==> config.mk <==
export PLATFORM = sky130hd
export DESIGN_NAME = reg_file
export DESIGN_NICKNAME = d
export VERILOG_FILES = /design/src/common/proc_pkg.sv /design/src/decode/reg_file.sv
export SDC_FILE = /design/constraint.sdc
export NUM_CORES = 1
export LEC_CHECK = 0
export ABC_AREA = 1
export BUFFER_PORTS_ARGS = -buffer_cell sky130_fd_sc_hd__buf_2
export CORE_MARGIN = 2
export CORE_UTILIZATION = 45
export DETAILED_ROUTE_END_ITERATION = 8
export PLACE_DENSITY = 0.65
export SYNTH_ARGS = -nofsm -noshare
export SYNTH_HDL_FRONTEND = slang
export SYNTH_SLANG_ARGS = --single-unit
==> constraint.sdc <==
create_clock -name clk -period 2.1 [get_ports clk]
set_clock_uncertainty 0.1 [all_clocks]
set_input_delay 0.42 -clock clk [delete_from_list [all_inputs] [get_ports clk]]
set_output_delay 0.42 -clock clk [all_outputs]
set_load 0.01 [all_outputs]
==> src/common/proc_pkg.sv <==
// --------------------------------------
// Widths are fixed by the 16-bit instruction format
// Addresses are byte addresses, word aligned
// --------------------------------------
package proc_pkg;

   localparam int IMEM_DEPTH = 256;
   localparam int NUM_REGS = 8;

   typedef logic [15:0] word_t;
   typedef logic [15:0] instr_t;
   typedef logic [2:0] reg_idx_t;
   typedef logic [7:0] pc_t;

   // Opcodes in instr[15:11]
   localparam logic [4:0] OP_HALT = 5'd0;
   localparam logic [4:0] OP_NOP = 5'd1;
   localparam logic [4:0] OP_ADDI = 5'd8;
   localparam logic [4:0] OP_LBI = 5'd24;
   localparam logic [4:0] OP_RTYPE = 5'd27;

   // APB address map
   localparam logic [11:0] ADDR_IMEM_BASE = 12'h000;
   localparam logic [11:0] ADDR_REG_BASE = 12'h400;
   localparam logic [11:0] ADDR_CTRL = 12'h800;

   typedef enum logic [2:0] {
      ALU_ADD,
      ALU_SUB,
      ALU_XOR,
      ALU_AND,
      ALU_PASS
   } alu_op_t;

   typedef enum logic {
      DEC_RUN,
      DEC_HALTED
   } dec_state_t;

   typedef struct packed {
      logic psel;
      logic penable;
      logic pwrite;
      logic [11:0] paddr;
      logic [31:0] pwdata;
   } apb_req_t;

   typedef struct packed {
      logic [31:0] prdata;
      logic pready;
      logic pslverr;
   } apb_rsp_t;

   typedef struct packed {
      logic start;
      logic run;
   } core_ctrl_t;

   typedef struct packed {
      logic en;
      pc_t addr;
      instr_t data;
   } imem_wr_t;

   typedef struct packed {
      logic valid;
      instr_t instr;
   } fetch_out_t;

   typedef struct packed {
      logic valid;
      alu_op_t alu_op;
      word_t a;
      word_t b;
      reg_idx_t rd;
      logic we;
      logic halt;
      logic illegal;
   } dec_to_ex_t;

   typedef struct packed {
      logic valid;
      logic we;
      reg_idx_t rd;
      word_t data;
      logic halt;
      logic illegal;
   } wb_t;

endpackage

==> src/decode/reg_file.sv <==
// --------------------------------------
// Writes bypass to the read ports in the same cycle
// --------------------------------------
`timescale 1ns/1ps

module reg_file (
   input  logic clk,
   input  logic rst,
   input  proc_pkg::reg_idx_t rs_idx,
   input  proc_pkg::reg_idx_t rt_idx,
   input  proc_pkg::reg_idx_t dbg_idx,
   output proc_pkg::word_t rs_data,
   output proc_pkg::word_t rt_data,
   output proc_pkg::word_t dbg_data,
   input  proc_pkg::wb_t wb
);

   proc_pkg::word_t regs [proc_pkg::NUM_REGS];
   logic wr_en;

   assign wr_en = wb.valid && wb.we;

   always_ff @(posedge clk) begin
      if (rst) begin
         for (int i = 0; i < proc_pkg::NUM_REGS; i++) begin
            regs[i] <= '0;
         end
      end else if (wr_en) begin
         regs[wb.rd] <= wb.data;
      end
   end

   assign rs_data = (wr_en && wb.rd == rs_idx) ? wb.data : regs[rs_idx];
   assign rt_data = (wr_en && wb.rd == rt_idx) ? wb.data : regs[rt_idx];
   assign dbg_data = regs[dbg_idx];

endmodule

# == Word level (Yosys, flattened, before mapping) ==
# Memories as Yosys holds them, arrays and structs flattened.
# Cells that the tools add are included.
# Widths: inputs -> output; s select.
# classes
order_cmp,0
n_eq_ne,2
n_mul,0
muxes,10
div_mod_pow,0
addsub,0
shift,0
reduce_logical,4
bitwise,0
# op_table
op,n
$mux 16,3
$reduce_or 16->1,1
$eq 3x3->1,2
$mux 1,6
$logic_and 1x1->1,3
$mux 3,1
# word_totals
rom_bits,0
mem_bits_rw,128
mem_count,1
regBits,0
latchBits,0
input_bits,34
out_inout_bits,48
wordCells,17
# mem_list
name,words,word_bits,read_ports,rd_ports_with_merged_regs,write_ports,line_no,rtl
regs,8,16,3,0,8,reg_file.sv:18,proc_pkg::word_t regs [proc_pkg::NUM_REGS];

# == Depth between registers and ports, before layout ==
# depth
depth_word,6
depth_mapped,10
depth_no_buf,8

# == Worst setup path before layout ==
# No wires, ideal clock.
# synth_timing
path_type,input -> register
startpoint,input rst
endpoint,"memory regs[0][0] (netlist bit), enable pin"
path_buffers,1
setup_ps,372
required_ps,1628
cell_stages,6
arrival_ps,1465
setup_slack_ps,164
cell_sequence,inv_2 > nand2_1 > nor2_4 > nand2_2 > buf_2 > nand2_1
# synth_lines
item,line_no,rtl
start: declaration,reg_file.sv:8,"input logic rst,"
end: declaration,reg_file.sv:18,

# == Final worst setup path ==
# layout_timing
startpoint,input rs_idx[0]
endpoint,output rs_data[9]
# layout_via
elab_chain_cells,3
elab_cells_between_ends,4
classes_between,eq/ne (1); mux (1); reduce/logical (1); memory (1)
# layout_lines
item,line_no,rtl
start: declaration,reg_file.sv:9,"input proc_pkg::reg_idx_t rs_idx,"
branches (longest 2 deep; another with $mem_v2 8x16),n/a,
$mux 16 (*),reg_file.sv:33,assign rs_data = (wr_en && wb.rd == rs_idx) ? wb.data : regs[rs_idx];
end: declaration,reg_file.sv:12,"output proc_pkg::word_t rs_data,"
# Mark *: on every way between the ends.

==> results.md <==
- The final setup violation count is 0.
- Dividing total power by cell area gives a power density of approximately 700 mW/mm^2.
- The fmax is 0.493 GHz.
- The register with the highest flop count is regs.
- The register bit total from synthesis is 128.
- Detailed placement finished with a half-perimeter wire length of 19.7 mm.
- The number of hold buffers added after cts is 0.
- Leaving out fill and tap cells, the most frequent cells in the layout are 420 x nand2_1, 218 x nand3_1, 146 x inv_1, 133 x nor2_1, 128 x edfxtp_1.
- The die boundary width is 144 um.
- The internal portion of the total power is 5.44 mW.
- CTS saw 128 sinks.
- The floorplan step set the die height to 144 um.
- The pin slew with the least headroom to its limit is 0.365 ns.
- The effective utilization at floorplan is 45.7%.
- At the worst endpoint, the required time is 1.58 ns.
- Yosys printed 0 warnings.
- In the final layout, the share of cells above drive strength 1 is 15.2%.
- The count of nets left with antenna violations after detail routing is 0.
- The maximum clock insertion buffer count is 2.
- A synthesized cell averages 6.82 um^2.
- The global placement routability congestion is about 0.88.
- The clock network accounts for about two fifths of the total power.
- The type of destination of the critical path is an output port.
- The number of buffers created by CTS is 17.
- Measured against its own limit, the worst slew margin works out to 75.7%.
- The arrival time at the worst endpoint is 1.51 ns.
- The maximum fanout along the worst path is 64.
- The final total negative setup slack is 0 ns.
- The number of core rows is 51.
- The number of endpoints with negative hold slack in the final report came to 0.
- The number of global-route vias before repair is between 8000 and 9000.
- The library cell used most frequently in the layout, excluding fill and tap cells, is nand2_1.
- The total net switching power is ~2.2 mW.
- In the routed design, unresolved DRC markers number 0.
- The run finished with clean final reports.
- In the final layout, the registers with the most flip-flops are regs: 128 flops.
- The number of nets in the synthesized netlist is 1333.
- The total die area is around 0.021 mm^2.
- The critical path launch point type is an input port.
- The number of I/O port buffers is 79.
- The number of nets in the layout is 1407.
- The part of the total power dissipated in sequential elements is between 30% and 40%.
- The maximum resistive drop on vdd is between 0.5 and 0.6 mV.
- In this run the number of H-tree levels came out at 4.
- The count of boundary I/O pins is 82.
- The CTS clock-pin slew for the worst setup and hold paths is 0.06 ns.
- Dividing the final minimum period by the clock period gives 96.6%.
- The max-slew violation count is 0.
- The total core area is between 0.015 and 0.02 mm^2.
- The share of the Yosys chip area taken by registers is a little over two fifths.
- The number of iterations in the first detailed-routing pass is 6.
- The leakage dissipation is 5.15 nW.
- The global-route total usage across every layer is 30.3%.
- The number of antenna diodes in the final layout is 0.
- The routed via count is 9174.
- The number of antenna violations at the first check in global routing was 1.
- The count of fill cells added during filler insertion is 1843.
- After global routing the overflow that remains totals 0.
- The maximum number of pins on one net before global-route repair is 65.
- The worst setup path is of the in2out kind.
- The cell sitting at the root of the clock tree is a clkbuf_16.
- The switching fraction of total power is 29.0%.
- The wire length of the first global-routing pass is 46.4 mm.
- The synthesized netlist cell count is about 1300.
- The reported max-cap violation count is 0.
- The synthesized area is 0.00886 mm^2.
- The relative contribution of combinational cells to total power is 19.8%.
- The flip-flop count of the largest register after layout is 128.
- The post-synthesis cell type count is 19.
- The mean routed wirelength per cell is 19.3 um.
- Including well taps, the total number of placed cells is 1614.
- The tightest min-delay check is of the in2reg type.
- The clock tree from TritonCTS is done.
- Wires add up to 31.8 mm.
- The layout overhead on the synthesized area is 20.2%.
- The via count normalized by instance count is 5.56.
- The final critical delay including setup and external delays is 2.03 ns.
- The detailed router's first-iteration violation count is 1366.
- The post-layout instance count excluding filler cells is 1650.
==> routing by layer <==
layer | global-route usage (%) | vias up | wire length (um)
li1 | - | 4318 | -
met1 | 40.5 | 4159 | 12700
met2 | 47.7 | 594 | 14700
met3 | 4.74 | 103 | 3190
met4 | 15.5 | 0 | 1240
met5 | 0 | - | 0
==> cell type report <==
type	count	area [um^2]	area share, %
inverters	161	624	5.86
well taps	265	332	3.11
multi-input cells	928	4050	38.0
repair buffers	137	1190	11.1
flip-flops and latches	128	3840	36.1
clock buffers	17	425	3.99
clock inverters	14	189	1.77
==> cells in the mapped netlist (all sizes together) <==
library cell	n	area, um^2
nand3	224	1120
clkbuf	34	128
nor2	139	549
inv	161	614
buf	48	288
nand2	437	1680
o21ai	64	320
a21oi	64	320
edfxtp	128	3840
==> worst max-delay path: stages <==
cell and delay (ns):
buf_2 0.14, buf_12 0.29, nand2_1 0.09, nand3_1 0.08
nand3_1 0.12, nand3_1 0.13, nand2_1 0.05, buf_2 0.14
==> through the flow <==
step	setup WS, ns	cell area [um^2]	power, mW	util (%)	hold slack [ns]
final	0.0723	10700	7.66	54.9	0.361
after global routing	-0.0108	10700	7.90	54.9	0.388
after CTS	0.0113	10500	7.59	53.9	0.352
after detailed placement	-0.0434	9830	4.50	50.7	0.789
after global placement	-0.0375	9830	4.48	50.7	0.783
after floorplan	0.164	8860	3.92	-	0.609
==> what timing repair did <==
| action | CTS | global route |
|---|---|---|
| gates resized for setup | 2 | 36 |
| setup buffers | 0 | 2 |
| pin swaps | 0 | 3 |
| endpoints found under the setup margin | 10 | 35 |
| gates cloned | 0 | 3 |
==> cell families (layout without fill, tap and decap cells) <==
kind of cell    Yosys count  count (layout)  share of synthesized area (%)
flops                   128             128                           43.4
compound gates          128             128                           7.23
buf+inv                 243             329                           11.6
simple gates            800             800                           37.8
==> path summary, 6_finish.rpt <==
kind | cells past startpoint | start | endpoint | slack [ns]
worst min-delay path | 3 | wb[10] | regs[2][8] | 0.36
worst max-delay path | 8 | rs_idx[0] | rs_data[9] | 0.07
==> power by group through the flow <==
stage	clock [mW]	combinational, mW	sequential, mW
3_3_place_gp	0	1.42	3.05
3_5_place_dp	0	1.44	3.06
6_report	3.13	1.52	3.01
4_1_cts	3.14	1.45	3.01
5_1_grt	3.22	1.65	3.03
2_1_floorplan	0	0.879	3.05
Power figures use the tool's default switching activity.
