===== config.mk =====
export PLATFORM = sky130hd
export DESIGN_NAME = fetch
export DESIGN_NICKNAME = d
export VERILOG_FILES = /design/src/common/proc_pkg.sv /design/src/fetch/fetch.sv
export SDC_FILE = /design/constraint.sdc
export NUM_CORES = 2
export LEC_CHECK = 0
export BUFFER_PORTS_ARGS = -buffer_cell sky130_fd_sc_hd__buf_2
export CORE_UTILIZATION = 55
export CTS_CLUSTER_DIAMETER = 200
export DETAILED_ROUTE_END_ITERATION = 10
export GPL_ROUTABILITY_DRIVEN = 0
export PLACE_DENSITY_LB_ADDON = 0.2
export SYNTH_ARGS = -nofsm -noshare
export SYNTH_HDL_FRONTEND = slang
export SYNTH_SLANG_ARGS = --single-unit

===== constraint.sdc =====
create_clock -name clk -period 5.65 [get_ports clk]
set_input_delay 1.13 -clock clk [delete_from_list [all_inputs] [get_ports clk]]
set_output_delay 1.13 -clock clk [all_outputs]
set_load 0.01 [all_outputs]

===== src/common/proc_pkg.sv =====
// --------------------------------------
// Widths are fixed by the 16-bit instruction format
// Addresses are byte addresses, word aligned
// --------------------------------------
package proc_pkg;

   localparam int IMEM_DEPTH = 256;
   localparam int NUM_REGS = 8;

   typedef logic [15:0] word_t;
   typedef logic [15:0] instr_t;
   typedef logic [2:0] reg_idx_t;
   typedef logic [7:0] pc_t;

   // Opcodes in instr[15:11]
   localparam logic [4:0] OP_HALT = 5'd0;
   localparam logic [4:0] OP_NOP = 5'd1;
   localparam logic [4:0] OP_ADDI = 5'd8;
   localparam logic [4:0] OP_LBI = 5'd24;
   localparam logic [4:0] OP_RTYPE = 5'd27;

   // APB address map
   localparam logic [11:0] ADDR_IMEM_BASE = 12'h000;
   localparam logic [11:0] ADDR_REG_BASE = 12'h400;
   localparam logic [11:0] ADDR_CTRL = 12'h800;

   typedef enum logic [2:0] {
      ALU_ADD,
      ALU_SUB,
      ALU_XOR,
      ALU_AND,
      ALU_PASS
   } alu_op_t;

   typedef enum logic {
      DEC_RUN,
      DEC_HALTED
   } dec_state_t;

   typedef struct packed {
      logic psel;
      logic penable;
      logic pwrite;
      logic [11:0] paddr;
      logic [31:0] pwdata;
   } apb_req_t;

   typedef struct packed {
      logic [31:0] prdata;
      logic pready;
      logic pslverr;
   } apb_rsp_t;

   typedef struct packed {
      logic start;
      logic run;
   } core_ctrl_t;

   typedef struct packed {
      logic en;
      pc_t addr;
      instr_t data;
   } imem_wr_t;

   typedef struct packed {
      logic valid;
      instr_t instr;
   } fetch_out_t;

   typedef struct packed {
      logic valid;
      alu_op_t alu_op;
      word_t a;
      word_t b;
      reg_idx_t rd;
      logic we;
      logic halt;
      logic illegal;
   } dec_to_ex_t;

   typedef struct packed {
      logic valid;
      logic we;
      reg_idx_t rd;
      word_t data;
      logic halt;
      logic illegal;
   } wb_t;

endpackage


===== src/fetch/fetch.sv =====
// --------------------------------------
// Synchronous read memory, PC wraps at 256 words
// --------------------------------------
`timescale 1ns/1ps

module fetch (
   input  logic clk,
   input  logic rst,
   input  proc_pkg::core_ctrl_t ctrl,
   input  logic stall,
   input  proc_pkg::imem_wr_t imem_wr,
   output proc_pkg::fetch_out_t fetch_out
);

   proc_pkg::instr_t imem [proc_pkg::IMEM_DEPTH];
   proc_pkg::pc_t pc;

   always_ff @(posedge clk) begin
      if (imem_wr.en) begin
         imem[imem_wr.addr] <= imem_wr.data;
      end
   end

   always_ff @(posedge clk) begin
      if (rst) begin
         pc <= '0;
         fetch_out.valid <= 1'b0;
      end else if (ctrl.start) begin
         pc <= '0;
         fetch_out.valid <= 1'b0;
      end else if (ctrl.run && !stall) begin
         pc <= pc + 1'b1;
         fetch_out.valid <= 1'b1;
         fetch_out.instr <= imem[pc];
      end else if (!ctrl.run) begin
         fetch_out.valid <= 1'b0;
      end
      // stall holds PC and fetch register
   end

   // Debug port must keep out while the core runs
   no_load_while_running: assert property (
      @(posedge clk) disable iff (rst) imem_wr.en |-> !ctrl.run
   );

endmodule


; ---- Yosys cells after proc, flatten, opt, wreduce, memory -nomap -nowiden
; Memory sizes are Yosys's and may differ from the RTL's. A register that Yosys moved wholly into a read port is not among the register bits.
; Index checks and enable logic that the tools add are counted.
[totals]
ff_bits = 9
elab_cells = 15
n_memories = 1
ramBits = 4096
out_inout_bits = 17
[memory_table]
columns = memory, words, width, read_ports, rd_clocked_by_memory_dff, wr, line_no
row1 = imem, 256, 16, 1, 1, 1, fetch.sv:15  ; proc_pkg::instr_t imem [proc_pkg::IMEM_DEPTH];
[op_classes]
muxes = 4
n_bitwise = 2
n_addsub = 1
reduce_logical = 4
eq_ne = 1
[ops]
columns = op, count
row1 = "8-bit by 1-bit adder with 8-bit output, second input constant", 1
row2 = 1-bit two-way mux, 4
row3 = 3-bit AND reduction, 1
row4 = "2-bit by 1-bit inequality test with 1-bit output, second input constant", 1
row5 = 1-bit NOT, 2
row6 = 2-bit OR reduction, 1
row7 = 1-bit logical AND, 1
row8 = 1-bit zero test, 1

; ---- Logic depth before layout (Yosys ltp)
[logic_depth]
word_depth = 3
mapped_depth = 13
depth_no_buf = 7

; ---- Least setup slack after synthesis
; Ideal clock, no wire load.
[synth_path]
kind = input port to flip-flop
from = input imem_wr[19] (netlist name)
to = memory imem[235][0] (netlist name), enable pin
slack_ns = 2.355
setup_ns = 0.388
path_stages = 6
path_buffers = 3
arrival_ns = 2.907
path_cell_list = clkbuf_1 nor2b_1 clkbuf_1 nand4_1 clkbuf_1 nor2_1
[synth_lines]
columns = item, line_no
row1 = start: declaration, fetch.sv:11  ; input proc_pkg::imem_wr_t imem_wr,
row2 = end: declaration, fetch.sv:15
; No word-level cell before the write port.

==> out/qor.csv <==
metric,value,unit
outcome,"finished, final reports clean",
numCtsBuffers,407,
ff2ff_setup_slack,1.13,ns
num_vias,78843,
final_net_count,7584,
insertion_delay,1.00,ns
rows,196,
critPathBufInv,3,
finalSetupTns,0,ns
grt_max_degree,161,
wl_per_cell,37.01,um
power,0.06202,W
wl,431.4,mm
path_clk_slew,0.06,ns
synth_ff_type,edfxtp_1,
final-setup-viol-count,0,
ff2ff_path_depth,10,
syn_nets,7104,
crit_type,flip-flop to flip-flop,
cp_data_arrival_time,5.35,ns
whs_path_depth,3,
clk_path_buf_depth,4,
drv_cap,0,
vdd_drop_max,279.3,uV
tritoncts,done,
min_from,ctrl[0],
synth_area,0.1586,mm^2
r2r_start,pc[0],
finalHoldViolCount,0,
fin_worst_skew,0.06688,ns
ys_ff_latch,4121,
pin_count,47,
max_stage_delay,0.90,ns
drive_gt1_frac,0.2781,
grt-ovfl-total,0,
path_cells,"buf_12, buf_12, mux2i_1, a221oi_1, a21oi_1, o21ai_1, nand3_1, a221oi_1, buf_4, a31o_1",
grt_pass1_vias,77235,
fin_area,0.1789,mm^2
dieWidth,539.0,um
crit_fanout,66,
max_freq,0.2212,GHz
nFillCells,18983,
synthDistinctLibCells,66,
start_kind,flip-flop,
holdPathEnd,fetch_out[16],
synthArstFlopShare,0,
cts-resized-gates,0,
htree_num_levels,5,
slowest_stage,a221oi_1,
p_per_area,346.8,mW/mm^2
clkSinkCount,4121,
synth_cells,7073,
required,6.48,ns
min-delay-path-class,primary input to flip-flop,
drtPass1Iterations,5,
place_area,0.1656,mm^2
hpwl,255.6,mm
cts_hold_buf,0,
syn_to_final_growth,12.78,%
relSlewSlack,0.08692,
rsz0062_at_grt,false,
start_util,0.5546,
fin_crit_sh,0.8000,
yosysWarningCount,0,
worst_slew_pin_slew,1.357,ns
dieArea,0.2905,mm^2
grtUsageTotal,0.2974,
synth_edf_count,4112,
grt_pass1_wl,603.1,mm
drc,0,
core,0.2859,mm^2
maxSlewViolCount,0,
synth_area_per_cell,22.42,um^2
final.min_clock_period,4.520,ns
io_buffers,46,
critical_path.endpoint_type,flip-flop,
cts-root-buf,clkbuf_16,
rr_endpoint,fetch_out[10],
p_leak,54.90,nW
viasPerCell,6.764,
first_iter_violations,13048,
grt_antenna_before_repair,23,
cp_top_family,compound AO/OA/AOI/OAI gates,
post_cts_buffers,0,
yosysSeqAreaShare,0.7798,
ant_nets,0,
dieHeight,539.0,um
## routing by layer
metal | vias to the layer above | track usage | share of wire
met1 | 42061 | 0.4273 | 0.37
met2 | 5032 | 0.4533 | 0.46
met4 | 2 | 0.1165 | 0.045
li1 | 30975 | - | -
met5 | - | 0 | 0.000019
met3 | 773 | 0.06153 | 0.12
## worst min-delay path: cells and delay by family
kind / cells / cell delay, ns
simple gates: 1 / 0.04
buf+inv: 1 / 0.10
compound gates: 1 / 0.06
## kinds of logic after synthesis
kind of cell / count (synthesis) / share of synthesized area
xor gates and xnor gates: 7 / 0.0003866
adders and majority gates: 1 / 0.00007888
buffers and inverters: 425 / 0.01498
DFF: 4121 / 0.7798
and+or+nand+nor: 562 / 0.01464
muxes: 1371 / 0.1649
AOI/OAI and AO/OA: 586 / 0.02521
## flip-flops by register name (all words and copies together) (netlist names)
name       count
imem        4096
fetch_out     17
pc             8
## synthesized netlist by cell type (all sizes together) (3+ instances only)
cell | count | area share
mux2i | 370 | 0.023
and2 | 6 | 0.00024
a41oi | 3 | 0.00017
edfxtp | 4112 | 0.78
a41o | 3 | 0.00019
clkinv | 3 | 0.000071
nand4 | 14 | 0.00055
mux2 | 8 | 0.00057
xnor2 | 6 | 0.00033
a21o | 11 | 0.00052
a32o | 3 | 0.00019
nor2b | 17 | 0.00067
o21a | 4 | 0.00019
o2111ai | 4 | 0.00022
o21ai | 86 | 0.0027
inv | 4 | 0.000095
nor4 | 4 | 0.00020
a221oi | 86 | 0.0049
a311oi | 6 | 0.00033
o211ai | 16 | 0.00076
a211oi | 20 | 0.00095
mux4 | 993 | 0.14
nand2 | 157 | 0.0037
a22oi | 44 | 0.0021
o32ai | 6 | 0.00033
and3 | 7 | 0.00028
nand2b | 3 | 0.00012
dfxtp | 9 | 0.0011
buf | 243 | 0.011
a211o | 4 | 0.00022
a31oi | 15 | 0.00059
a222oi | 6 | 0.00038
a21oi | 162 | 0.0051
clkbuf | 175 | 0.0041
nor3 | 11 | 0.00035
o22ai | 37 | 0.0015
o221ai | 39 | 0.0022
nand3 | 36 | 0.0011
a22o | 14 | 0.00077
nor2 | 301 | 0.0071
## worst max path at each step
stage | cells after the start | from | end
final | 10 | pc[0] | fetch_out[10]
after floorplan | 6 | imem_wr[19] | imem[235][0]
after CTS | 10 | pc[0] | fetch_out[10]
after global placement | 4 | imem_wr[18] | imem[6][11]
after global routing | 10 | pc[0] | fetch_out[10]
after detailed placement | 4 | imem_wr[18] | imem[6][11]
## layout make-up
type	instances	area (um^2)	area share
diodes	12	30.03	0.0001679
clock buffers	478	10450	0.05843
clock inverters	261	2750	0.01538
inverters	7	43.79	0.0002448
multi-input cells	2527	32890	0.1839
flip-flops and latches	4121	123700	0.6915
well taps	3762	4707	0.02632
repair buffers	489	4302	0.02405
## power breakdown
group	leakage (nW)	switching [W]	internal [W]
registers	37.0	0.0000243	0.0337
logic	11.5	0.00106	0.000455
clock network	6.39	0.0116	0.0152
total	54.9	0.0127	0.0493
## layout by cell type (no fill, tap or decap), types with 9 or more instances in the layout
master and n:
buf_8 14, buf_2 30, nor2b_1 11, a22o_1 14, clkinv_2 73, clkbuf_1 71
a211oi_1 20, a31oi_1 15, clkinv_16 16, nand3_2 9, buf_4 396, edfxtp_1 4112
nand3_1 27, clkbuf_16 407, o21ai_0 44, nor3_1 11, mux4_2 993, clkinv_1 99
nor2_2 94, nand4_1 14, a22oi_1 44, nand2_1 154, bufinv_16 41, a21o_1 11
diode_2 12, a221oi_1 83, buf_12 47, o221ai_1 39, nor2_1 205, mux2i_1 370
clkinvlp_4 16, o21ai_1 42, o22ai_1 37, o211ai_1 16, a21oi_1 162
## metrics by stage
step	cells	setup WS (ns)	hold slack, ns	utilization
after floorplan	7073	2.355	0.5435	-
after detailed placement	10906	1.046	0.4996	0.5792
final	11657	1.130	0.4370	0.6255
after global routing	11652	1.133	0.4206	0.6255
after CTS	11645	1.286	0.3544	0.6254
after global placement	10906	1.148	0.4834	0.5792
No activity file was read; power rests on OpenSTA's default activity.
