[config.mk]
export PLATFORM = sky130hd
export DESIGN_NAME = apb_debug
export DESIGN_NICKNAME = d
export VERILOG_FILES = /design/src/common/proc_pkg.sv /design/src/design/apb_debug.sv
export SDC_FILE = /design/constraint.sdc
export NUM_CORES = 1
export LEC_CHECK = 0
export ABC_AREA = 1
export BUFFER_PORTS_ARGS = -buffer_cell sky130_fd_sc_hd__buf_2
export CAP_MARGIN = 20
export CORE_AREA = 3 3 51 76
export CTS_CLUSTER_DIAMETER = 40
export DETAILED_ROUTE_END_ITERATION = 8
export DIE_AREA = 0 0 54 79
export GPL_TIMING_DRIVEN = 0
export HOLD_SLACK_MARGIN = 0.03
export PLACE_DENSITY = 0.79
export SLEW_MARGIN = 40
export SYNTH_ARGS = -nofsm -noshare
export SYNTH_HDL_FRONTEND = slang
export SYNTH_SLANG_ARGS = --single-unit
[constraint.sdc]
create_clock -name clk -period 1 [get_ports clk]
set_input_delay 0.15 -clock clk [delete_from_list [all_inputs] [get_ports clk]]
set_output_delay 0.15 -clock clk [all_outputs]
set_load 0.01 [all_outputs]
[src/common/proc_pkg.sv]
// --------------------------------------
// Widths are fixed by the 16-bit instruction format
// Addresses are byte addresses, word aligned
// --------------------------------------
package proc_pkg;

   localparam int IMEM_DEPTH = 256;
   localparam int NUM_REGS = 8;

   typedef logic [15:0] word_t;
   typedef logic [15:0] instr_t;
   typedef logic [2:0] reg_idx_t;
   typedef logic [7:0] pc_t;

   // Opcodes in instr[15:11]
   localparam logic [4:0] OP_HALT = 5'd0;
   localparam logic [4:0] OP_NOP = 5'd1;
   localparam logic [4:0] OP_ADDI = 5'd8;
   localparam logic [4:0] OP_LBI = 5'd24;
   localparam logic [4:0] OP_RTYPE = 5'd27;

   // APB address map
   localparam logic [11:0] ADDR_IMEM_BASE = 12'h000;
   localparam logic [11:0] ADDR_REG_BASE = 12'h400;
   localparam logic [11:0] ADDR_CTRL = 12'h800;

   typedef enum logic [2:0] {
      ALU_ADD,
      ALU_SUB,
      ALU_XOR,
      ALU_AND,
      ALU_PASS
   } alu_op_t;

   typedef enum logic {
      DEC_RUN,
      DEC_HALTED
   } dec_state_t;

   typedef struct packed {
      logic psel;
      logic penable;
      logic pwrite;
      logic [11:0] paddr;
      logic [31:0] pwdata;
   } apb_req_t;

   typedef struct packed {
      logic [31:0] prdata;
      logic pready;
      logic pslverr;
   } apb_rsp_t;

   typedef struct packed {
      logic start;
      logic run;
   } core_ctrl_t;

   typedef struct packed {
      logic en;
      pc_t addr;
      instr_t data;
   } imem_wr_t;

   typedef struct packed {
      logic valid;
      instr_t instr;
   } fetch_out_t;

   typedef struct packed {
      logic valid;
      alu_op_t alu_op;
      word_t a;
      word_t b;
      reg_idx_t rd;
      logic we;
      logic halt;
      logic illegal;
   } dec_to_ex_t;

   typedef struct packed {
      logic valid;
      logic we;
      reg_idx_t rd;
      word_t data;
      logic halt;
      logic illegal;
   } wb_t;

endpackage

[src/design/apb_debug.sv]
// --------------------------------------
// Zero wait states, instruction memory is write only
// and reads back as zero
// --------------------------------------
`timescale 1ns/1ps

module apb_debug (
   input  logic clk,
   input  logic rst,
   input  proc_pkg::apb_req_t apb_req,
   output proc_pkg::apb_rsp_t apb_rsp,
   output proc_pkg::core_ctrl_t ctrl,
   output proc_pkg::imem_wr_t imem_wr,
   output proc_pkg::reg_idx_t dbg_idx,
   input  proc_pkg::word_t dbg_data,
   input  proc_pkg::wb_t wb,
   output logic err
);

   logic access;
   logic aligned;
   logic imem_hit;
   logic reg_hit;
   logic ctrl_hit;
   logic bad;
   logic start_wr;
   logic stop;
   logic halted;

   assign access = apb_req.psel && apb_req.penable;
   assign aligned = apb_req.paddr[1:0] == 2'b00;
   assign imem_hit = aligned && (apb_req.paddr < proc_pkg::ADDR_REG_BASE);
   assign reg_hit = aligned && (apb_req.paddr[11:5] == proc_pkg::ADDR_REG_BASE[11:5]);
   assign ctrl_hit = apb_req.paddr == proc_pkg::ADDR_CTRL;

   // Unmapped, register space write, or loading a running core
   assign bad = !(imem_hit || reg_hit || ctrl_hit) ||
                (apb_req.pwrite && reg_hit) ||
                (apb_req.pwrite && imem_hit && ctrl.run);

   assign dbg_idx = apb_req.paddr[4:2];

   always_comb begin
      apb_rsp.prdata = '0;
      apb_rsp.pready = 1'b1;
      apb_rsp.pslverr = access && bad;
      if (reg_hit) begin
         apb_rsp.prdata = {16'h0, dbg_data};
      end else if (ctrl_hit) begin
         apb_rsp.prdata = {29'h0, err, halted, ctrl.run};
      end
   end

   always_comb begin
      imem_wr.en = access && apb_req.pwrite && imem_hit && !ctrl.run;
      imem_wr.addr = apb_req.paddr[9:2];
      imem_wr.data = apb_req.pwdata[15:0];
   end

   assign start_wr = access && apb_req.pwrite && ctrl_hit && apb_req.pwdata[0];
   assign stop = wb.valid && (wb.halt || wb.illegal);

   always_ff @(posedge clk) begin
      if (rst) begin
         ctrl <= '0;
         halted <= 1'b0;
         err <= 1'b0;
      end else begin
         ctrl.start <= start_wr;
         if (start_wr) begin
            ctrl.run <= 1'b1;
            halted <= 1'b0;
         end else if (stop) begin
            ctrl.run <= 1'b0;
            halted <= 1'b1;
         end
         // Sticky until reset
         if (stop && wb.illegal) begin
            err <= 1'b1;
         end
      end
   end

   penable_needs_psel: assert property (
      @(posedge clk) disable iff (rst) apb_req.penable |-> apb_req.psel
   );

endmodule

# Word level (Yosys, flattened, before mapping)
# Cells that the tools add are included.
# totals
register_bits,4
in_bits,88
wordCells,35
# op_classes
order_cmp,1
n_eq_ne,2
mux,4
reduce_logical,24
# ops
operator,n
$mux W16,1
$logic_and A1 B1 Y1,14
$eq A12 B12 Y1 const B,1
$lt A12 B11 Y1 const B,1
$eq A7 B6 Y1 const B,1
$logic_or A1 B1 Y1,5
$mux W3,1
$logic_not A1 Y1,2
$logic_not A2 Y1,1
$mux W1,2
$reduce_bool A2 Y1,1
$reduce_or A2 Y1,1

# Depth between registers and ports, before layout
# depth
ltp_word,8
ltp_mapped,7
depth_no_buf,7

# Least setup slack after synthesis
# Ideal clock, no wire load.
# synth_path
kind,input-to-output
startpoint,input apb_req[37] (netlist name)
endpoint,output apb_rsp[10] (netlist name)
t_arrival_ns,0.758
t_required_ns,0.850
setup_slack_ns,0.092
stages,6
path_cell_list,inv_1 > nand3_1 > nor2_2 > nand2_4 > buf_12 > nor2_4
# synth_rtl
element,line_no,text
"start, declared",apb_debug.sv:10,"input proc_pkg::apb_req_t apb_req,"
"end, declared",apb_debug.sv:11,"output proc_pkg::apb_rsp_t apb_rsp,"

==> flow_summary.json <==
{
  "areaGrowthSynthToFinish_pct": 97.93,
  "drive_above_1_share_pct": 67.59,
  "dp_hpwl_mm": 2.277,
  "period_share_pct": 114.2,
  "ys_top_cells_by_count": "buf_4, inv_1, nand2_1",
  "placedCellCount": 282,
  "multi_input_area_um2": 503.0,
  "synthDistinctLibCells": 18,
  "ctsHtreeMaxLevel": 1,
  "hold_viol_final": 0,
  "yosysMostFrequentCell": "buf_4",
  "cts-root-buf": "clkbuf_8",
  "period_needed_ns": 1.142,
  "path_clk_slew_ns": 0.03,
  "numCtsBuffers": 3,
  "slowest_delay_ns": 0.19,
  "hold_class": "in2reg",
  "violations": "negative setup slack",
  "synthCells": 143,
  "cp_max_fo": 3,
  "setup_viol_count_final": 18,
  "peakVddDrop_uv": 986.4,
  "critPathSlowestCell": "nor2_2",
  "ant_nets": 0,
  "die_w_um": 54,
  "power_mw": 0.9879,
  "track_usage_pct": 11.66,
  "grt_pass1_wl_mm": 3.919,
  "fmax_ghz": 0.8757,
  "totalWireLength_mm": 2.749,
  "nFillCells": 325,
  "cts_max_path_buffers": 2,
  "dieArea_um2": 4266,
  "die_y_um": 79,
  "diodes": 0,
  "synth_mux_area_share_pct": 0,
  "synth_area_leaders": "buf_4, nor2_4, inv_1",
  "yosys.area_share.adder_pct": 0,
  "grt.overflow.total": 0,
  "arrival_ns": 0.99,
  "synth_top_area_cell": "buf_4",
  "postCtsHoldBufs": 0,
  "worstPathRequired_ns": 0.85,
  "seq_area_um2": 81.33,
  "antenna_found_initial": 0,
  "drt_iter0_markers": 11,
  "vias_per_cell": 3.826,
  "core_area_um2": 3222,
  "async_flop_share_pct": 0,
  "grt_max_degree": 6,
  "first_global_vias": 1014,
  "postSynth.topFlopCell": "dfxtp_1",
  "max_cap_viol_count": 0,
  "wire_per_inst_um": 9.382,
  "vias": 1121,
  "finClkSkew_ns": 0,
  "rsz0062_at_grt": "yes",
  "drc": 0,
  "criticalPathCategory": "in2out",
  "synth_compound_area_share_pct": 3.862,
  "avgSynthCellArea_um2": 6.343,
  "preCtsSetupSlack_ns": -0.2287,
  "ios": 153,
  "ys_seq_elements": 4,
  "worstSetupStartpointType": "input port",
  "clk-insertion-delay-late_ns": 0.21,
  "mappedNetlistArea_um2": 907.1,
  "cp_cell_sequence": "buf_8 > inv_6 > buf_6 > nand4_1 > nor2_2 > nand2_1 > o21ai_1 > buf_2",
  "io_buffers": 84,
  "drtPass1Iterations": 3,
  "hold-worst-slack_ns": 0.1353,
  "start_util_pct": 28.16,
  "synth-simple-area-share_pct": 36.14,
  "layout_setup_ws_ns": -0.1419,
  "status": "finished, violations left",
  "yosysSeqAreaShare_pct": 8.828,
  "synth_xor_area_share_pct": 0,
  "cts_tree": "yes",
  "p_per_area_nw_per_um2": 550.2,
  "num_rows": 25,
  "final_nets": 343,
  "power_leakage_nw": 1.056,
  "place.gp.congestion": 0.7103,
  "synth_edf_count": 0,
  "yosysTopAreaCellShare_pct": 36.41,
  "synth_top_family_by_area": "buffers and inverters",
  "crit_path_end_kind": "output pin",
  "slew_violations": 0,
  "clock_sinks": 4,
  "yosysWarnings": 0,
  "finalNonFillerCells": 293
}
==> metrics by stage <==
stage / setup TNS [ns] / area (um^2) / util, %
after floorplan: 0 / 963.4 / -
after global placement: -2.742 / 1434 / 44.50
after detailed placement: -2.989 / 1434 / 44.50
after CTS: -2.044 / 1700 / 52.78
after global routing: -2.551 / 1795 / 55.73
final: -1.680 / 1795 / 55.73
==> worst paths after layout <==
check        slack [ns]        start  cells past startpoint         end
max               -0.14  apb_req[43]                      8  apb_rsp[2]
min                0.14          rst                      2         err
max reg2reg        0.35       halted                      4      halted
min reg2reg        0.50      ctrl[0]                      2     ctrl[0]
==> flip-flops by register name, summed over array words and instances, names as in the netlist <==
signal and cells:
err 1, halted 1, ctrl 2
==> per-layer routing <==
metal | vias up | part of all wire (%) | global-route usage [%]
li1 | 582 | - | -
met1 | 481 | 28 | 11.06
met2 | 58 | 62 | 24.39
met3 | 0 | 9.9 | 0.9381
met4 | 0 | 0 | 2.993
met5 | - | 0 | 0
==> placed cells by master, fill, tap and decap left out, types with 3 or more instances in the layout <==
cell type	n
nand3_1	6
buf_6	19
nor2_1	7
inv_1	23
conb_1	17
clkbuf_8	3
nand2_1	16
nor2_2	3
dfxtp_1	3
nor2_4	16
buf_2	64
buf_4	49
buf_8	3
o21ai_1	3
a21oi_1	3
==> logic make-up after synthesis <==
kind of cell | count (synthesis)
and+or+nand+nor | 57
other | 2
DFF | 4
AOI/OAI and AO/OA | 7
buffers and inverters | 73
==> where the power goes <==
| group | total, mW | switching (mW) | internal, mW |
|---|---|---|---|
| logic | 0.485 | 0.217 | 0.269 |
| registers | 0.170 | 0.00343 | 0.167 |
| clock network | 0.332 | 0.0763 | 0.256 |
| total | 0.988 | 0.296 | 0.691 |
==> layout make-up <==
type,count,share of cell area [%]
Tap cell,40,2.787
Timing Repair Buffer,92,35.89
Multi-Input combinational cell,81,28.01
Buffer,45,19.51
Sequential cell,4,4.530
Clock buffer,3,2.300
Inverter,28,6.969
==> critical path: cells and delay by family <==
| family | cells | cell delay, ns |
|---|---|---|
| buffers and inverters | 4 | 0.37 |
| AND/OR/NAND/NOR | 3 | 0.40 |
| AO/OA/AOI/OAI | 1 | 0.07 |
==> what timing repair did <==
item                                    CTS  global route
cloned                                    1             0
pin swaps                                 8            11
endpoints found under the setup margin   18            18
setup buffers                             7             0
resized for setup                        33            27
No activity file was read; power rests on OpenSTA's default activity.
