[src/common/proc_pkg.sv]
// --------------------------------------
// Widths are fixed by the 16-bit instruction format
// Addresses are byte addresses, word aligned
// --------------------------------------
package proc_pkg;

   localparam int IMEM_DEPTH = 256;
   localparam int NUM_REGS = 8;

   typedef logic [15:0] word_t;
   typedef logic [15:0] instr_t;
   typedef logic [2:0] reg_idx_t;
   typedef logic [7:0] pc_t;

   // Opcodes in instr[15:11]
   localparam logic [4:0] OP_HALT = 5'd0;
   localparam logic [4:0] OP_NOP = 5'd1;
   localparam logic [4:0] OP_ADDI = 5'd8;
   localparam logic [4:0] OP_LBI = 5'd24;
   localparam logic [4:0] OP_RTYPE = 5'd27;

   // APB address map
   localparam logic [11:0] ADDR_IMEM_BASE = 12'h000;
   localparam logic [11:0] ADDR_REG_BASE = 12'h400;
   localparam logic [11:0] ADDR_CTRL = 12'h800;

   typedef enum logic [2:0] {
      ALU_ADD,
      ALU_SUB,
      ALU_XOR,
      ALU_AND,
      ALU_PASS
   } alu_op_t;

   typedef enum logic {
      DEC_RUN,
      DEC_HALTED
   } dec_state_t;

   typedef struct packed {
      logic psel;
      logic penable;
      logic pwrite;
      logic [11:0] paddr;
      logic [31:0] pwdata;
   } apb_req_t;

   typedef struct packed {
      logic [31:0] prdata;
      logic pready;
      logic pslverr;
   } apb_rsp_t;

   typedef struct packed {
      logic start;
      logic run;
   } core_ctrl_t;

   typedef struct packed {
      logic en;
      pc_t addr;
      instr_t data;
   } imem_wr_t;

   typedef struct packed {
      logic valid;
      instr_t instr;
   } fetch_out_t;

   typedef struct packed {
      logic valid;
      alu_op_t alu_op;
      word_t a;
      word_t b;
      reg_idx_t rd;
      logic we;
      logic halt;
      logic illegal;
   } dec_to_ex_t;

   typedef struct packed {
      logic valid;
      logic we;
      reg_idx_t rd;
      word_t data;
      logic halt;
      logic illegal;
   } wb_t;

endpackage

[src/decode/decode.sv]
// --------------------------------------
// Stalls only on a producer one slot ahead,
// reg_file write-through covers two slots
// --------------------------------------
`timescale 1ns/1ps

module decode (
   input  logic clk,
   input  logic rst,
   input  proc_pkg::core_ctrl_t ctrl,
   input  proc_pkg::fetch_out_t fetch_out,
   output proc_pkg::reg_idx_t rs_idx,
   output proc_pkg::reg_idx_t rt_idx,
   input  proc_pkg::word_t rs_data,
   input  proc_pkg::word_t rt_data,
   output logic stall,
   output proc_pkg::dec_to_ex_t dec_to_ex
);

   proc_pkg::instr_t instr;
   logic [4:0] opcode;
   logic uses_rs;
   logic uses_rt;
   logic hazard;
   logic running;
   proc_pkg::dec_state_t dec_state;
   proc_pkg::dec_to_ex_t dec_d;

   assign instr = fetch_out.instr;
   assign opcode = instr[15:11];
   assign rs_idx = instr[10:8];
   assign rt_idx = instr[7:5];

   always_comb begin
      dec_d = '0;
      dec_d.alu_op = proc_pkg::ALU_ADD;
      dec_d.a = rs_data;
      dec_d.b = rt_data;
      dec_d.rd = instr[4:2];
      uses_rs = 1'b0;
      uses_rt = 1'b0;
      case (opcode)
         proc_pkg::OP_RTYPE: begin
            uses_rs = 1'b1;
            uses_rt = 1'b1;
            dec_d.we = 1'b1;
            case (instr[1:0])
               2'b00: dec_d.alu_op = proc_pkg::ALU_ADD;
               2'b01: dec_d.alu_op = proc_pkg::ALU_SUB;
               2'b10: dec_d.alu_op = proc_pkg::ALU_XOR;
               default: dec_d.alu_op = proc_pkg::ALU_AND;
            endcase
         end
         proc_pkg::OP_ADDI: begin
            uses_rs = 1'b1;
            dec_d.we = 1'b1;
            dec_d.b = {{11{instr[4]}}, instr[4:0]};
            dec_d.rd = instr[7:5];
         end
         proc_pkg::OP_LBI: begin
            dec_d.we = 1'b1;
            dec_d.alu_op = proc_pkg::ALU_PASS;
            dec_d.b = {{8{instr[7]}}, instr[7:0]};
            dec_d.rd = instr[10:8];
         end
         proc_pkg::OP_NOP: ;
         proc_pkg::OP_HALT: dec_d.halt = 1'b1;
         default: dec_d.illegal = 1'b1;
      endcase

      hazard = dec_to_ex.valid && dec_to_ex.we &&
               ((uses_rs && dec_to_ex.rd == rs_idx) || (uses_rt && dec_to_ex.rd == rt_idx));
      running = fetch_out.valid && dec_state == proc_pkg::DEC_RUN;
      // Bubble goes out while stalled
      dec_d.valid = running && !hazard;
   end

   assign stall = running && hazard;

   always_ff @(posedge clk) begin
      if (rst || ctrl.start) begin
         dec_state <= proc_pkg::DEC_RUN;
         dec_to_ex.valid <= 1'b0;
      end else begin
         dec_to_ex <= dec_d;
         if (dec_d.valid && (dec_d.halt || dec_d.illegal)) begin
            dec_state <= proc_pkg::DEC_HALTED;
         end
      end
   end

   // One bubble always clears the hazard
   stall_one_cycle: assert property (
      @(posedge clk) disable iff (rst) stall |=> !stall
   );

endmodule

[config.mk]
export PLATFORM = sky130hd
export DESIGN_NAME = decode
export DESIGN_NICKNAME = d
export VERILOG_FILES = /design/src/common/proc_pkg.sv /design/src/decode/decode.sv
export SDC_FILE = /design/constraint.sdc
export NUM_CORES = 1
export LEC_CHECK = 0
export BUFFER_PORTS_ARGS = -buffer_cell sky130_fd_sc_hd__buf_2
export CAP_MARGIN = 40
export CORE_ASPECT_RATIO = 0.9
export CORE_MARGIN = 3
export CORE_UTILIZATION = 47
export DETAILED_ROUTE_END_ITERATION = 8
export MAX_ROUTING_LAYER = met4
export PLACE_DENSITY_LB_ADDON = 0.3
export SLEW_MARGIN = 0
export SYNTH_ARGS = -nofsm -noshare
export SYNTH_HDL_FRONTEND = slang
export SYNTH_SLANG_ARGS = --single-unit
[constraint.sdc]
create_clock -name clk -period 6.3 [get_ports clk]
set_clock_uncertainty 0.2 [all_clocks]
set_input_delay 0.63 -clock clk [delete_from_list [all_inputs] [get_ports clk]]
set_output_delay 0.63 -clock clk [all_outputs]
set_load 0.05 [all_outputs]
# Word level (Yosys, flattened, before mapping)
# Index checks and enable logic that the tools add are counted.
# word_totals
register_bits,43
output_inout_bits,49
word_cells,43
# classes
n_eq_ne,8
muxes,8
bitwise,1
n_reduce_logical,17
# ops
op,count
case mux 19 bit (2 select lines),1
== test 5 bit (second input constant),2
logical AND 1 bit,8
== test 3 bit,2
case mux 2 bit (3 select lines),1
case mux 3 bit (2 select lines),1
== test 5 x 1 -> 1 bit (second input constant),1
== test 5 x 4 -> 1 bit (second input constant),1
logical NOT 5 bit,1
2-to-1 mux 1 bit,5
OR reduction 5 bit,1
logical OR 1 bit,3
OR reduction 3 bit,1
== test 2 x 1 -> 1 bit (second input constant),1
== test 2 bit (second input constant),1
logical NOT 2 bit,1
OR reduction 2 bit,1
logical NOT 1 bit,1
NOT 1 bit,1

# Longest topological paths before layout
# depth
depth_word,9
mapped_depth,5
depth_no_buf,4

# Worst setup path before layout
# No wires, ideal clock.
# synth_timing
kind,reg2out
startpoint,reg dec_to_ex[4] in the netlist's numbering
endpoint,out stall
arrival_ns,2.439
t_required_ns,5.470
setup_slack_ns,3.031
stages_incl_launch_ff,5
path_buffers,0
path_cell_list,edfxtp_1 xor2_1 nor3_2 o21ai_1 a211oi_1
# synth_via
elab_chain_cells,5
word_cells_on_any_way,7
classes_between,eq/ne: 2; reduce/logical: 5
# synth_rtl
element,line_no,source
start: declaration,decode.sv:17,output proc_pkg::dec_to_ex_t dec_to_ex
== test 3 bit,decode.sv:72,((uses_rs && dec_to_ex.rd == rs_idx) || (uses_rt && dec_to_ex.rd == rt_idx));
logical AND 1 bit,decode.sv:72,
logical OR 1 bit *,decode.sv:72,
logical AND 1 bit *,decode.sv:71,hazard = dec_to_ex.valid && dec_to_ex.we &&
logical AND 1 bit *,decode.sv:78,assign stall = running && hazard;
end: declaration,decode.sv:16,"output logic stall,"
# Every way passes the cells marked *; elsewhere a longest branch is shown, timed or not.

# Worst setup path in the final report
# layout_timing
startpoint,in fetch_out[15] in the netlist's numbering
endpoint,out stall
# layout_via
elab_chain_cells,7
word_cells_on_any_way,10
classes_between,eq/ne: 2; mux: 2; reduce/logical: 6
# layout_rtl
element,line_no,source
start: declaration,decode.sv:11,"input proc_pkg::fetch_out_t fetch_out,"
== test 5 x 4 -> 1 bit / == test 5 bit (equally long branches),decode.sv:42,case (opcode)
OR reduction 2 bit (no source line),--,
2-to-1 mux 1 bit,decode.sv:42,
logical AND 1 bit,decode.sv:72,
logical OR 1 bit *,decode.sv:72,
logical AND 1 bit *,decode.sv:71,
logical AND 1 bit *,decode.sv:78,
# Marks and branches as above.

==> impl_metrics.csv <==
group,metric,value,unit
run_status,status,"finished clean",
critical_path,slowest_delay,0.40,ns
yosys,yosysSeqAreaShare,0.689,
grt,use_met1,0.215,
min_path,hold_depth,2,
critical_path,path_max_fanout,11,
drt,drc,0,
floorplan,die_w,72.1,um
critical_path,end_kind,"output port",
timing,slew_viol_final,0,
place,dp_hpwl,3.07,mm
clock_tree,root_buffer,"clkbuf_8",
finish,fillCellCount,266,
clock_tree,insertion_delay,0.29,ns
finish,fin_nets,274,
grt,grt_pass1_vias,1351,
yosys,synth_flop_cell,"edfxtp_1",
grt,grt_pass1_wl,6.20,mm
critical_path,worst_ep_arrival_time,1.92,ns
yosys,ys_types,31,
timing,tightest_slew,0.623,ns
grt,top_usage_layer,"met2",
critical_path,cp.required,5.47,ns
place,post-place-ws,3.55,ns
clock_tree,tritoncts,"done",
yosys,synth_area,1850,um2
drt,drt_iter0_drc,78,
place,portBuffers,100,
drt,antenna_left,0,
timing,tns,0,ns
critical_path,r2r_slack,4.78,ns
power_and_ir_drop,power_density,265,nW/um2
yosys,syn_inst,121,
timing,max_freq,0.363,GHz
finish,insertedDiodeCount,0,
clock_tree,clk_pin_slew,0.08,ns
clock_tree,cts.path.max_buffers,2,
clock_tree,cts_resized,0,
timing,fin_crit,2.75,ns
yosys,ys_ff_latch,43,
run,drv_cap,0,
yosys,ys_warn_count,0,
critical_path,r2r-start,"dec_to_ex[3]",
grt,grt_overflow,0,
timing,maxSlewHeadroom,0.584,
min_path,min_path_type,"flip-flop to flip-flop",
floorplan,fp.coreArea,3580,um2
floorplan,ios,102,
critical_path,worstRegToRegCells,4,
clock_tree,numClockSinks,43,
min_path,min_from,"dec_state",
power_and_ir_drop,total_leakage_power,1.03,nW
finish,multi_input_area,499,um2
floorplan,initial_core_util,0.516,
clock_tree,cts_made_buffers,5,
grt,antenna_found_initial,0,
floorplan,die_h,65.4,um
drt,vias_per_cell,5.01,
place,gp_congestion,0.775,
critical_path,worst_setup_path_start_kind,"input port",
finish,regArea,1270,um2
clock_tree,postCtsSetupBuffers,0,
critical_path,regToRegEndpoint,"dec_to_ex[41]",
floorplan,rows,20,
finish,area_growth,33.4,%
critical_path,worstPathCellList,"buf_2, or3_1, nor2_1, nand2_1, a211oi_1, buf_2",
critical_path,critPathSlowestCell,"or3_1",
min_path,hold_path_end,"dec_state",
grt,grt_use_total,0.180,
grt,grtUsageMet3,0.0474,
timing,holdWs,0.234,ns
timing,fin_ws,3.55,ns
timing,rsz0062_at_grt,"no",
drt,first_pass_iters,4,
clock_tree,hold_buffers,0,
drt,wire_per_inst,14.8,um
drt,wl,3.93,mm
finish,final_layout_size_suffix_gt1_frac,0.572,
yosys,synth_area_per_cell,15.3,um2
grt,met2_usage,0.284,
critical_path,critPathKind,"input port to output port",
drt,via_count,1332,
timing,finalHoldViolCount,0,
clock_tree,htree_num_levels,2,
yosys,async_flop_share,0,
yosys,synth-edff-count,41,
timing,min_period_over_period,0.437,
timing,setup_viol,0,
yosys,synth_fp_nets,174,
critical_path,crit_top_cell,"buf_2",
floorplan,die_area,4720,um2
grt,grt_max_degree,23,
power_and_ir_drop,ir_worst_vdd,136,uV
registers in the layout (all words and copies together) (netlist names):
name / count
dec_to_ex: 42
dec_state: 1
worst max-delay path, delay by kind of cell:
family          cells  cell delay [ns]
buf+inv             2             0.47
compound gates      1             0.20
simple gates        3             0.61
how the worst max path moves through the flow:
stage	slack, ns	to	from	cells past startpoint
global placement	3.56	stall	fetch_out[15]	6
detailed placement	3.55	stall	fetch_out[15]	6
floorplan	3.03	stall	dec_to_ex[4]	4
finish	3.55	stall	fetch_out[15]	6
global route	3.43	stall	fetch_out[15]	6
CTS	3.55	stall	fetch_out[15]	6
power by group:
group	switching (mW)	leakage (nW)	internal [mW]
registers	0.00597	0.397	0.334
logic	0.104	0.596	0.0393
clock network	0.0928	0.0402	0.0770
total	0.203	1.03	0.450
Yosys cell counts (2+ instances only):
library cell | number | area (um2)
buf_6 | 3 | 33.8
nand3_1 | 2 | 10.0
mux2i_1 | 3 | 30.0
dfxtp_1 | 2 | 40.0
xor2_1 | 6 | 52.6
nor2_1 | 8 | 30.0
mux2_2 | 6 | 67.6
o21a_1 | 9 | 67.6
a21oi_2 | 5 | 43.8
nand2_1 | 4 | 15.0
and2_1 | 4 | 25.0
buf_4 | 6 | 45.0
edfxtp_1 | 41 | 1230
nor3_1 | 3 | 15.0
a21oi_1 | 3 | 15.0
through the flow:
step	utilization	instance area, um2	std cells	total power [mW]
floorplan	-	1850	121	0.450
global placement	0.651	2330	256	0.485
detailed placement	0.663	2370	258	0.491
CTS	0.688	2460	266	0.659
global route	0.688	2460	266	0.681
finish	0.688	2460	266	0.653
area by class of cell:
| type | count | share of cell area |
|---|---|---|
| repair buffers | 102 | 0.221 |
| flip-flops and latches | 43 | 0.517 |
| well taps | 44 | 0.0224 |
| clock buffers | 5 | 0.0280 |
| clock inverters | 3 | 0.00813 |
| inverters | 1 | 0.00153 |
| multi-input cells | 68 | 0.203 |
routing by layer:
metal,up-vias,routed length (um)
li1,640,-
met1,606,1610
met2,80,1850
met3,6,409
met4,0,60
met5,-,0
cells in the final DEF, fill, tap and decap left out, types with 2 or more instances in the layout:
cell type     n
and2_1        4
dfxtp_1       2
nand3_1       2
clkbuf_8      5
nor3_1        3
clkinvlp_4    2
nor2_1        7
mux2_2        6
a21oi_1       3
edfxtp_1     41
a21oi_2       5
nand2_1       4
xor2_1        6
o21a_1        9
mux2i_1       3
buf_2       100
logic make-up (layout without fill, tap and decap cells):
| family | Yosys count | count (layout) | share of synthesized area |
|---|---|---|---|
| simple gates | 31 | 31 | 0.0970 |
| xor+xnor | 6 | 6 | 0.0285 |
| compound gates | 22 | 22 | 0.0881 |
| flops | 43 | 43 | 0.689 |
| buf+inv | 10 | 111 | 0.0447 |
| mux | 9 | 9 | 0.0529 |
Power figures use the tool's default switching activity.
